**config.mk**
```make
export PLATFORM = sky130hd
export DESIGN_NAME = layer_ctrl_top
export DESIGN_NICKNAME = d
export VERILOG_FILES = /design/src/lc_pkg.sv /design/src/lc_word_counter.sv /design/src/lc_regfile.sv /design/src/lc_mem.sv /design/src/lc_isolation.sv /design/src/lc_fsm.sv /design/src/layer_ctrl_top.sv
export SDC_FILE = /design/constraint.sdc
export NUM_CORES = 2
export LEC_CHECK = 0
export ABC_AREA = 1
export BUFFER_PORTS_ARGS = -buffer_cell sky130_fd_sc_hd__buf_2
export CAP_MARGIN = 20
export CORE_UTILIZATION = 60
export DETAILED_ROUTE_END_ITERATION = 8
export PLACE_DENSITY = 0.78
export SLEW_MARGIN = 20
export SYNTH_ARGS = -nofsm -noshare
export SYNTH_HDL_FRONTEND = slang
export SYNTH_SLANG_ARGS = --single-unit
```
**constraint.sdc**
```tcl
create_clock -name clk -period 5.44 [get_ports clk]
set_input_delay 0.272 -clock clk [delete_from_list [all_inputs] [get_ports clk]]
set_output_delay 0.272 -clock clk [all_outputs]
set_load 0.005 [all_outputs]
```
**src/lc_pkg.sv**
```systemverilog
package lc_pkg;

	// Bus word widths
	localparam int LC_ADDR_W = 8;
	localparam int LC_DATA_W = 32;

	// Register file
	localparam int LC_RF_DATA_W = 24;
	localparam int LC_RF_DEPTH = 16;
	localparam int LC_RF_ADDR_W = 4;

	// Memory
	localparam int LC_MEM_DEPTH = 64;
	localparam int LC_MEM_ADDR_W = 6;

	// Burst length and function field in the low nibble of rx_addr
	localparam int LC_CNT_W = 8;
	localparam int LC_FUNC_W = 4;

	localparam logic [LC_FUNC_W-1:0] FUNC_RF_WR = 4'd0;
	localparam logic [LC_FUNC_W-1:0] FUNC_RF_RD = 4'd1;
	localparam logic [LC_FUNC_W-1:0] FUNC_MEM_WR = 4'd2;
	localparam logic [LC_FUNC_W-1:0] FUNC_MEM_RD = 4'd3;

	localparam logic IO_HOLD = 1'b1;

	typedef enum logic [3:0] {
		ST_IDLE,
		ST_DECODE,
		ST_RF_WR,
		ST_MEM_WR,
		ST_ACK,
		ST_RD_FETCH,
		ST_RD_DATA,
		ST_TX,
		ST_TX_DONE
	} lc_state_e;

	// One receive word, seen as a register write or as a read request
	typedef union packed {
		struct packed {
			logic [LC_ADDR_W-1:0] addr;
			logic [LC_RF_DATA_W-1:0] data;
		} rf_wr;
		struct packed {
			logic [LC_ADDR_W-1:0] start;
			logic [LC_CNT_W-1:0] count;
			logic [LC_ADDR_W-1:0] reply_addr;
			logic [7:0] pad;
		} rd_req;
	} lc_rx_word_u;

endpackage

```
**src/lc_word_counter.sv**
```systemverilog
`timescale 1ns/10ps

module lc_word_counter
	import lc_pkg::*;
(
	input  logic                 clk,
	input  logic                 arst_n,
	input  logic                 cnt_load,
	input  logic [LC_ADDR_W-1:0] cnt_start,
	input  logic [LC_CNT_W-1:0]  cnt_len,
	input  logic                 cnt_step,
	output logic [LC_ADDR_W-1:0] cnt_addr,
	output logic                 cnt_last
);

	logic [LC_CNT_W-1:0] remain;

	always_ff @(posedge clk or negedge arst_n)
	begin
		if (!arst_n)
		begin
			cnt_addr <= '0;
			remain <= '0;
		end
		else if (cnt_load)
		begin
			cnt_addr <= cnt_start;
			remain <= cnt_len;
		end
		else if (cnt_step)
		begin
			// Address wraps at 8 bits
			cnt_addr <= cnt_addr + 1'b1;
			if (remain != '0)
				remain <= remain - 1'b1;
		end
	end

	assign cnt_last = (remain == LC_CNT_W'(1));

endmodule

```
**src/lc_regfile.sv**
```systemverilog
`timescale 1ns/10ps

module lc_regfile
	import lc_pkg::*;
(
	input  logic                    clk,
	input  logic                    arst_n,
	input  logic                    rf_load,
	input  logic [LC_ADDR_W-1:0]    rf_addr,
	input  logic [LC_RF_DATA_W-1:0] rf_wdata,
	output logic [LC_RF_DATA_W-1:0] rf_rdata
);

	logic [LC_RF_DATA_W-1:0] regs [LC_RF_DEPTH];
	logic [LC_RF_ADDR_W-1:0] idx;

	assign idx = rf_addr[LC_RF_ADDR_W-1:0];

	always_ff @(posedge clk or negedge arst_n)
	begin
		if (!arst_n)
		begin
			for (int i = 0; i < LC_RF_DEPTH; i++)
				regs[i] <= '0;
		end
		else if (rf_load)
		begin
			regs[idx] <= rf_wdata;
		end
	end

	// Combinational read port
	assign rf_rdata = regs[idx];

endmodule

```
**src/lc_mem.sv**
```systemverilog
`timescale 1ns/10ps

module lc_mem
	import lc_pkg::*;
(
	input  logic                     clk,
	input  logic                     mem_req,
	input  logic                     mem_write,
	input  logic [LC_MEM_ADDR_W-1:0] mem_addr,
	input  logic [LC_DATA_W-1:0]     mem_wdata,
	output logic [LC_DATA_W-1:0]     mem_rdata
);

	logic [LC_DATA_W-1:0] mem [LC_MEM_DEPTH];

	// Read data lands one cycle after the request
	always_ff @(posedge clk)
	begin
		if (mem_req)
		begin
			if (mem_write)
				mem[mem_addr] <= mem_wdata;
			else
				mem_rdata <= mem[mem_addr];
		end
	end

endmodule

```
**src/lc_isolation.sv**
```systemverilog
`timescale 1ns/10ps

module lc_isolation
	import lc_pkg::*;
(
	input  logic                     lc_isolation,
	input  logic                     rx_ack_lc,
	input  logic [LC_ADDR_W-1:0]     tx_addr_lc,
	input  logic [LC_DATA_W-1:0]     tx_data_lc,
	input  logic                     tx_req_lc,
	input  logic                     tx_pend_lc,
	input  logic                     rf_load_lc,
	input  logic [LC_ADDR_W-1:0]     rf_addr_lc,
	input  logic [LC_RF_DATA_W-1:0]  rf_wdata_lc,
	input  logic                     mem_req_lc,
	input  logic                     mem_write_lc,
	input  logic [LC_MEM_ADDR_W-1:0] mem_addr_lc,
	input  logic [LC_DATA_W-1:0]     mem_wdata_lc,
	output logic                     rx_ack,
	output logic [LC_ADDR_W-1:0]     tx_addr,
	output logic [LC_DATA_W-1:0]     tx_data,
	output logic                     tx_req,
	output logic                     tx_pend,
	output logic                     rf_load,
	output logic [LC_ADDR_W-1:0]     rf_addr,
	output logic [LC_RF_DATA_W-1:0]  rf_wdata,
	output logic                     mem_req,
	output logic                     mem_write,
	output logic [LC_MEM_ADDR_W-1:0] mem_addr,
	output logic [LC_DATA_W-1:0]     mem_wdata
);

	logic hold;

	assign hold = (lc_isolation == IO_HOLD);

	// Bus side
	always_comb
	begin
		if (hold)
		begin
			rx_ack = 1'b0;
			tx_addr = '0;
			tx_data = '0;
			tx_req = 1'b0;
			tx_pend = 1'b0;
		end
		else
		begin
			rx_ack = rx_ack_lc;
			tx_addr = tx_addr_lc;
			tx_data = tx_data_lc;
			tx_req = tx_req_lc;
			tx_pend = tx_pend_lc;
		end
	end

	// Register file side
	always_comb
	begin
		if (hold)
		begin
			rf_load = 1'b0;
			rf_addr = '0;
			rf_wdata = '0;
		end
		else
		begin
			rf_load = rf_load_lc;
			rf_addr = rf_addr_lc;
			rf_wdata = rf_wdata_lc;
		end
	end

	// Memory side
	always_comb
	begin
		if (hold)
		begin
			mem_req = 1'b0;
			mem_write = 1'b0;
			mem_addr = '0;
			mem_wdata = '0;
		end
		else
		begin
			mem_req = mem_req_lc;
			mem_write = mem_write_lc;
			mem_addr = mem_addr_lc;
			mem_wdata = mem_wdata_lc;
		end
	end

endmodule

```
**src/lc_fsm.sv**
```systemverilog
`timescale 1ns/10ps

module lc_fsm
	import lc_pkg::*;
(
	input  logic                     clk,
	input  logic                     arst_n,
	input  logic [LC_ADDR_W-1:0]     rx_addr,
	input  logic [LC_DATA_W-1:0]     rx_data,
	input  logic                     rx_req,
	input  logic                     rx_pend,
	input  logic                     tx_ack,
	input  logic [LC_RF_DATA_W-1:0]  rf_rdata,
	input  logic [LC_DATA_W-1:0]     mem_rdata,
	input  logic [LC_ADDR_W-1:0]     cnt_addr,
	input  logic                     cnt_last,
	output logic                     rx_ack_lc,
	output logic [LC_ADDR_W-1:0]     tx_addr_lc,
	output logic [LC_DATA_W-1:0]     tx_data_lc,
	output logic                     tx_req_lc,
	output logic                     tx_pend_lc,
	output logic                     rf_load_lc,
	output logic [LC_ADDR_W-1:0]     rf_addr_lc,
	output logic [LC_RF_DATA_W-1:0]  rf_wdata_lc,
	output logic                     mem_req_lc,
	output logic                     mem_write_lc,
	output logic [LC_MEM_ADDR_W-1:0] mem_addr_lc,
	output logic [LC_DATA_W-1:0]     mem_wdata_lc,
	output logic                     cnt_load,
	output logic [LC_ADDR_W-1:0]     cnt_start,
	output logic [LC_CNT_W-1:0]      cnt_len,
	output logic                     cnt_step
);

	lc_state_e state;
	lc_state_e state_nxt;
	lc_rx_word_u rx_word_q;
	logic [LC_FUNC_W-1:0] func_q;
	logic rx_pend_q;
	logic in_msg;
	logic rd_pend;
	logic rd_mem;
	logic [LC_ADDR_W-1:0] tx_addr_q;
	logic [LC_DATA_W-1:0] tx_data_q;
	logic tx_pend_q;
	logic is_read;

	assign is_read = (func_q == FUNC_RF_RD) || (func_q == FUNC_MEM_RD);

	always_comb
	begin
		state_nxt = state;
		case (state)
			ST_IDLE:
				if (rx_req)
					state_nxt = ST_DECODE;
			ST_DECODE:
				if (func_q == FUNC_RF_WR)
					state_nxt = ST_RF_WR;
				else if (func_q == FUNC_MEM_WR && in_msg)
					state_nxt = ST_MEM_WR;
				else
					state_nxt = ST_ACK;
			ST_RF_WR, ST_MEM_WR:
				state_nxt = ST_ACK;
			// Hold ack until the bus drops its request
			ST_ACK:
				if (!rx_req)
					state_nxt = rd_pend ? ST_RD_FETCH : ST_IDLE;
			ST_RD_FETCH:
				state_nxt = ST_RD_DATA;
			ST_RD_DATA:
				state_nxt = ST_TX;
			ST_TX:
				if (tx_ack)
					state_nxt = ST_TX_DONE;
			ST_TX_DONE:
				if (!tx_ack)
					state_nxt = tx_pend_q ? ST_RD_FETCH : ST_IDLE;
			default:
				state_nxt = ST_IDLE;
		endcase
	end

	always_ff @(posedge clk or negedge arst_n)
	begin
		if (!arst_n)
		begin
			state <= ST_IDLE;
			in_msg <= 1'b0;
			rd_pend <= 1'b0;
			rd_mem <= 1'b0;
			tx_pend_q <= 1'b0;
		end
		else
		begin
			state <= state_nxt;
			if (state == ST_DECODE)
			begin
				rd_pend <= is_read && (rx_word_q.rd_req.count != '0);
				rd_mem <= (func_q == FUNC_MEM_RD);
			end
			if (state == ST_ACK && !rx_req)
			begin
				in_msg <= rx_pend_q;
				rd_pend <= 1'b0;
			end
			// Last reply word goes out with pend low
			if (state == ST_RD_DATA)
				tx_pend_q <= !cnt_last;
		end
	end

	always_ff @(posedge clk)
	begin
		if (state == ST_IDLE && rx_req)
		begin
			rx_word_q <= rx_data;
			func_q <= rx_addr[LC_FUNC_W-1:0];
			rx_pend_q <= rx_pend;
		end
		if (state == ST_DECODE && is_read)
			tx_addr_q <= rx_word_q.rd_req.reply_addr;
		if (state == ST_RD_DATA)
			tx_data_q <= rd_mem ? mem_rdata : {cnt_addr, rf_rdata};
	end

	// First word of a memory write carries the start address
	assign cnt_load = (state == ST_DECODE) &&
		(is_read || (func_q == FUNC_MEM_WR && !in_msg));
	assign cnt_start = (func_q == FUNC_MEM_WR) ? rx_word_q[LC_ADDR_W-1:0] :
		rx_word_q.rd_req.start;
	assign cnt_len = is_read ? rx_word_q.rd_req.count : '0;
	assign cnt_step = (state == ST_MEM_WR) || (state == ST_TX && tx_ack);

	assign rx_ack_lc = (state == ST_ACK);
	assign tx_req_lc = (state == ST_TX);
	assign tx_addr_lc = tx_addr_q;
	assign tx_data_lc = tx_data_q;
	assign tx_pend_lc = tx_pend_q;

	assign rf_load_lc = (state == ST_RF_WR);
	assign rf_addr_lc = (state == ST_RF_WR) ? rx_word_q.rf_wr.addr : cnt_addr;
	assign rf_wdata_lc = rx_word_q.rf_wr.data;

	assign mem_req_lc = (state == ST_MEM_WR) || (state == ST_RD_FETCH && rd_mem);
	assign mem_write_lc = (state == ST_MEM_WR);
	assign mem_addr_lc = cnt_addr[LC_MEM_ADDR_W-1:0];
	assign mem_wdata_lc = rx_word_q;

endmodule

```
**src/layer_ctrl_top.sv**
```systemverilog
`timescale 1ns/10ps

module layer_ctrl_top
	import lc_pkg::*;
(
	input  logic                 clk,
	input  logic                 arst_n,
	input  logic                 lc_isolation,
	input  logic [LC_ADDR_W-1:0] rx_addr,
	input  logic [LC_DATA_W-1:0] rx_data,
	input  logic                 rx_req,
	input  logic                 rx_pend,
	output logic                 rx_ack,
	output logic [LC_ADDR_W-1:0] tx_addr,
	output logic [LC_DATA_W-1:0] tx_data,
	output logic                 tx_req,
	output logic                 tx_pend,
	input  logic                 tx_ack
);

	// Raw controller outputs ahead of the clamp
	logic rx_ack_lc;
	logic [LC_ADDR_W-1:0] tx_addr_lc;
	logic [LC_DATA_W-1:0] tx_data_lc;
	logic tx_req_lc;
	logic tx_pend_lc;
	logic rf_load_lc;
	logic [LC_ADDR_W-1:0] rf_addr_lc;
	logic [LC_RF_DATA_W-1:0] rf_wdata_lc;
	logic mem_req_lc;
	logic mem_write_lc;
	logic [LC_MEM_ADDR_W-1:0] mem_addr_lc;
	logic [LC_DATA_W-1:0] mem_wdata_lc;

	// Clamped register file and memory ports
	logic rf_load;
	logic [LC_ADDR_W-1:0] rf_addr;
	logic [LC_RF_DATA_W-1:0] rf_wdata;
	logic [LC_RF_DATA_W-1:0] rf_rdata;
	logic mem_req;
	logic mem_write;
	logic [LC_MEM_ADDR_W-1:0] mem_addr;
	logic [LC_DATA_W-1:0] mem_wdata;
	logic [LC_DATA_W-1:0] mem_rdata;

	// Burst counter
	logic cnt_load;
	logic [LC_ADDR_W-1:0] cnt_start;
	logic [LC_CNT_W-1:0] cnt_len;
	logic cnt_step;
	logic [LC_ADDR_W-1:0] cnt_addr;
	logic cnt_last;

	lc_fsm u_fsm (
		.clk          (clk),
		.arst_n       (arst_n),
		.rx_addr      (rx_addr),
		.rx_data      (rx_data),
		.rx_req       (rx_req),
		.rx_pend      (rx_pend),
		.tx_ack       (tx_ack),
		.rf_rdata     (rf_rdata),
		.mem_rdata    (mem_rdata),
		.cnt_addr     (cnt_addr),
		.cnt_last     (cnt_last),
		.rx_ack_lc    (rx_ack_lc),
		.tx_addr_lc   (tx_addr_lc),
		.tx_data_lc   (tx_data_lc),
		.tx_req_lc    (tx_req_lc),
		.tx_pend_lc   (tx_pend_lc),
		.rf_load_lc   (rf_load_lc),
		.rf_addr_lc   (rf_addr_lc),
		.rf_wdata_lc  (rf_wdata_lc),
		.mem_req_lc   (mem_req_lc),
		.mem_write_lc (mem_write_lc),
		.mem_addr_lc  (mem_addr_lc),
		.mem_wdata_lc (mem_wdata_lc),
		.cnt_load     (cnt_load),
		.cnt_start    (cnt_start),
		.cnt_len      (cnt_len),
		.cnt_step     (cnt_step)
	);

	lc_word_counter u_counter (
		.clk       (clk),
		.arst_n    (arst_n),
		.cnt_load  (cnt_load),
		.cnt_start (cnt_start),
		.cnt_len   (cnt_len),
		.cnt_step  (cnt_step),
		.cnt_addr  (cnt_addr),
		.cnt_last  (cnt_last)
	);

	lc_isolation u_isolation (
		.lc_isolation (lc_isolation),
		.rx_ack_lc    (rx_ack_lc),
		.tx_addr_lc   (tx_addr_lc),
		.tx_data_lc   (tx_data_lc),
		.tx_req_lc    (tx_req_lc),
		.tx_pend_lc   (tx_pend_lc),
		.rf_load_lc   (rf_load_lc),
		.rf_addr_lc   (rf_addr_lc),
		.rf_wdata_lc  (rf_wdata_lc),
		.mem_req_lc   (mem_req_lc),
		.mem_write_lc (mem_write_lc),
		.mem_addr_lc  (mem_addr_lc),
		.mem_wdata_lc (mem_wdata_lc),
		.rx_ack       (rx_ack),
		.tx_addr      (tx_addr),
		.tx_data      (tx_data),
		.tx_req       (tx_req),
		.tx_pend      (tx_pend),
		.rf_load      (rf_load),
		.rf_addr      (rf_addr),
		.rf_wdata     (rf_wdata),
		.mem_req      (mem_req),
		.mem_write    (mem_write),
		.mem_addr     (mem_addr),
		.mem_wdata    (mem_wdata)
	);

	lc_regfile u_regfile (
		.clk      (clk),
		.arst_n   (arst_n),
		.rf_load  (rf_load),
		.rf_addr  (rf_addr),
		.rf_wdata (rf_wdata),
		.rf_rdata (rf_rdata)
	);

	lc_mem u_mem (
		.clk       (clk),
		.mem_req   (mem_req),
		.mem_write (mem_write),
		.mem_addr  (mem_addr),
		.mem_wdata (mem_wdata),
		.mem_rdata (mem_rdata)
	);

endmodule

```
==> impl_metrics.py <==
metrics = {
    "pwr": {
        "total_power_uw": 50390,
        "power.leakage_uw": 0.04426,
        "power_frac_clock_pct": 32.9,
        "peakVddDrop_mv": 0.3538,
        "power_frac_seq_pct": 46.3,
        "p_per_area_nw_per_um2": 439.3,
        "p_switching_uw": 15760,
        "sw_frac_of_total_pct": 31.27,
        "intPower_uw": 34630,
        "power_frac_comb_pct": 20.8,
    },
    "outcome": {
        "status": "completed",
    },
    "clock_tree": {
        "cts_tree": "done",
        "h-tree-depth": 4,
        "clkSinkCount": 2565,
        "clockBufferDepth": 3,
        "cts_buffers": 236,
        "clkTransAtPathRegs_ns": 0.06,
        "cts_root_buf": "clkbuf_16",
        "clock_latency_ns": 0.91,
    },
    "setup_path": {
        "r2r_slack_ns": 0.94,
        "cp.required_ns": 5.97,
        "crit_chain": "nor2_2 > inv_1 > nor2_1 > inv_1 > nor2_1 > nand2_1 > nor2_4 > buf_4",
        "critPathSlowestCell": "nand2_1",
        "crit_fanout": 22,
        "crit_path_start_kind": "flip-flop",
        "startpoint": "u_fsm.state[3]$_DFFE_PN0P_",
        "setup.worst_path.end_class": "flip-flop",
        "path_class": "flip-flop to flip-flop",
        "max_stage_delay_ns": 0.85,
        "r2r_start": "u_fsm.state[3]$_DFFE_PN0P_",
        "worst_ep_arrival_time_ns": 5.03,
    },
    "global_routing": {
        "grt_pass1_vias": 69750,
        "grt_pass1_wl_um": 424800,
        "grt_max_degree": 152,
        "gr-total-overflow": 0,
        "antenna_found_initial": 7,
        "grtUsageTotal_pct": 33.05,
    },
    "timing": {
        "skew_ns": 0.07631,
        "slew_headroom_pct": 22.80,
        "max_freq_ghz": 0.2221,
        "finalSetupTns_ns": 0,
        "setup_slack_ns": 0.9376,
        "final_hold_viol_count": 0,
        "drv_slew": 0,
        "worstMarginPinSlew_ns": 1.154,
        "setup_viol": 0,
        "rsz0062_at_grt": "no",
        "post-route-min-period_ns": 4.502,
        "fin_crit_sh_pct": 82.77,
    },
    "drt": {
        "drt_iter0_markers": 10690,
        "drtPass1Iterations": 6,
        "totalWireLength_um": 287200,
        "routed_via_density": 6.102,
        "wire_per_inst_um": 24.53,
        "num_vias": 71450,
        "postRouteAntennaNets": 0,
        "drc_errors": 0,
    },
    "floorplan": {
        "die_y_um": 415.6,
        "start_util_pct": 60.48,
        "io_pins": 89,
        "dieArea_um2": 172700,
        "die_w_um": 415.6,
        "rows": 151,
        "core_area_um2": 169700,
    },
    "logic_synthesis": {
        "syn_nets": 9259,
        "synthTopCellsByArea": "edfxtp_1, nand2_1, dfrtp_1",
        "synth_commonest_cells": "nand2_1, edfxtp_1, nor2_1",
        "yosysMostFrequentCell": "nand2_1",
        "ys_seq_area_share_pct": 73.07,
        "ys_types": 42,
        "synth-edff-count": 2157,
        "yosysTopAreaCell": "edfxtp_1",
        "ys_warn_count": 0,
        "ys_ff_latch": 2565,
        "async_reset_ff_share_pct": 15.91,
        "yosys.area.top_type_share_pct": 63.12,
        "ys.flop_type": "edfxtp_1",
        "synthCells": 9209,
        "avgSynthCellArea_um2": 11.14,
        "syn_area_um2": 102600,
    },
    "layout": {
        "area_delta_synth_final_pct": 11.77,
        "regArea_um2": 74980,
        "nets": 9336,
        "multi_input_area_um2": 25130,
        "layout.filler_cells": 11330,
        "final_area_um2": 114700,
        "layout-drive-gt1-share_pct": 8.265,
    },
    "place": {
        "hpwl_um": 154200,
        "port_buffers": 84,
        "dp_slack_ns": 1.293,
        "globalplace.congestion": 0.9107,
        "dpl-instance-area_um2": 106400,
    },
    "run": {
        "maxCapViolCount": 0,
    },
    "worst_hold_path": {
        "hold_path_class": "input port to asynchronous set/reset pin",
    },
}
final cells by class:
type	count	share of cell area, %
flip-flops and latches	2565	65.37
clock inverters	139	1.365
well taps	2218	2.420
inverters	325	1.076
repair buffers	317	2.406
multi-input cells	5841	21.91
clock buffers	299	5.442
diodes	5	0.01091
state kept, by name, summed over array words and instances, names as in the netlist, 4 cells and up:
| name | flops |
|---|---|
| u_fsm.mem_wdata_lc | 32 |
| u_counter.cnt_addr | 8 |
| u_fsm.tx_data_lc | 32 |
| u_mem.mem | 2048 |
| u_counter.remain | 8 |
| u_mem.mem_rdata | 32 |
| u_fsm.state | 4 |
| u_regfile.regs | 384 |
| u_fsm.func_q | 4 |
| u_fsm.tx_addr_lc | 8 |
metrics by stage:
step | hold slack, ns | utilization [%] | std cells
final | 0.05486 | 67.60 | 11710
after global routing | 0.06976 | 67.60 | 11700
after CTS | 0.04267 | 67.55 | 11700
after detailed placement | 0.3693 | 62.71 | 11220
after global placement | 0.3547 | 62.70 | 11220
after floorplan | -0.02359 | - | 9209
power groups by stage:
stage,logic (µW),registers [µW],clock network (µW)
floorplan,6310,23500,0
global placement,9730,23600,0
detailed placement,10000,23700,0
CTS,10200,23300,16600
global route,11300,23400,17400
finish,10500,23300,16600
kinds of logic after synthesis:
family	Yosys count	synth area share, %
AND/OR/NAND/NOR	5015	19.45
buffers and inverters	803	3.262
AO/OA/AOI/OAI	816	4.121
XOR/XNOR	6	0.05121
flip-flops	2565	73.07
adder cells (fa/ha/maj)	4	0.04877
layer usage:
layer | global-route usage (%) | share of wire (%) | routed length (µm)
met1 | 42.52 | 35 | 99820
met2 | 53.23 | 47 | 135300
met3 | 7.643 | 13 | 37120
met4 | 16.25 | 5.2 | 14930
met5 | 0 | 0.014 | 40
timing repair:
action / in CTS / in global routing
setup buffers: 0 / 0
hold endpoints to repair: 152 / 0
resized for setup: 0 / 0
hold buffers: 40 / 0
endpoints found under the setup margin: 0 / 0
worst paths after layout:
check                                                         to  cells past startpoint
worst max-delay path                  u_mem.mem[26][7]$_DFFE_PP_                      8
worst min-delay path             u_regfile.regs[242]$_DFFE_PN0P_                      2
worst max register to register        u_mem.mem[26][7]$_DFFE_PP_                      8
worst min register to register     u_fsm.tx_addr_lc[5]$_DFFE_PP_                      0
max in group asynchronous         u_regfile.regs[33]$_DFFE_PN0P_                      3
min in group clk                u_fsm.mem_wdata_lc[24]$_DFFE_PP_                      2
cells in the final DEF, fill, tap and decap left out, drive strengths merged:
cell and n:
nand2 3612, edfxtp 2157, nor2 772, o21ai 488, nand3 425, dfrtp 408, inv 321, clkbuf 299
a21oi 283, buf 277, nand4 167, clkinv 108, dlygate4sd3 40, bufinv 23, o22ai 16, or2 12
clkinvlp 12, nand3b 11, nor3 9, o221ai 8, a31oi 6, diode 5, o211ai 5, xor2 5
and3 5, o2111ai 4, ha 4, a22oi 3, nor4 2, o2bb2ai 1, a311oi 1, xnor2 1
a211oi 1
worst max-delay path: cells and delay by family, from the launching register on:
family	cells	cell delay [ns]
and+or+nand+nor	5	2.95
buffers and inverters	3	0.72
DFF	1	0.42
(Power assumes the default switching activity.)
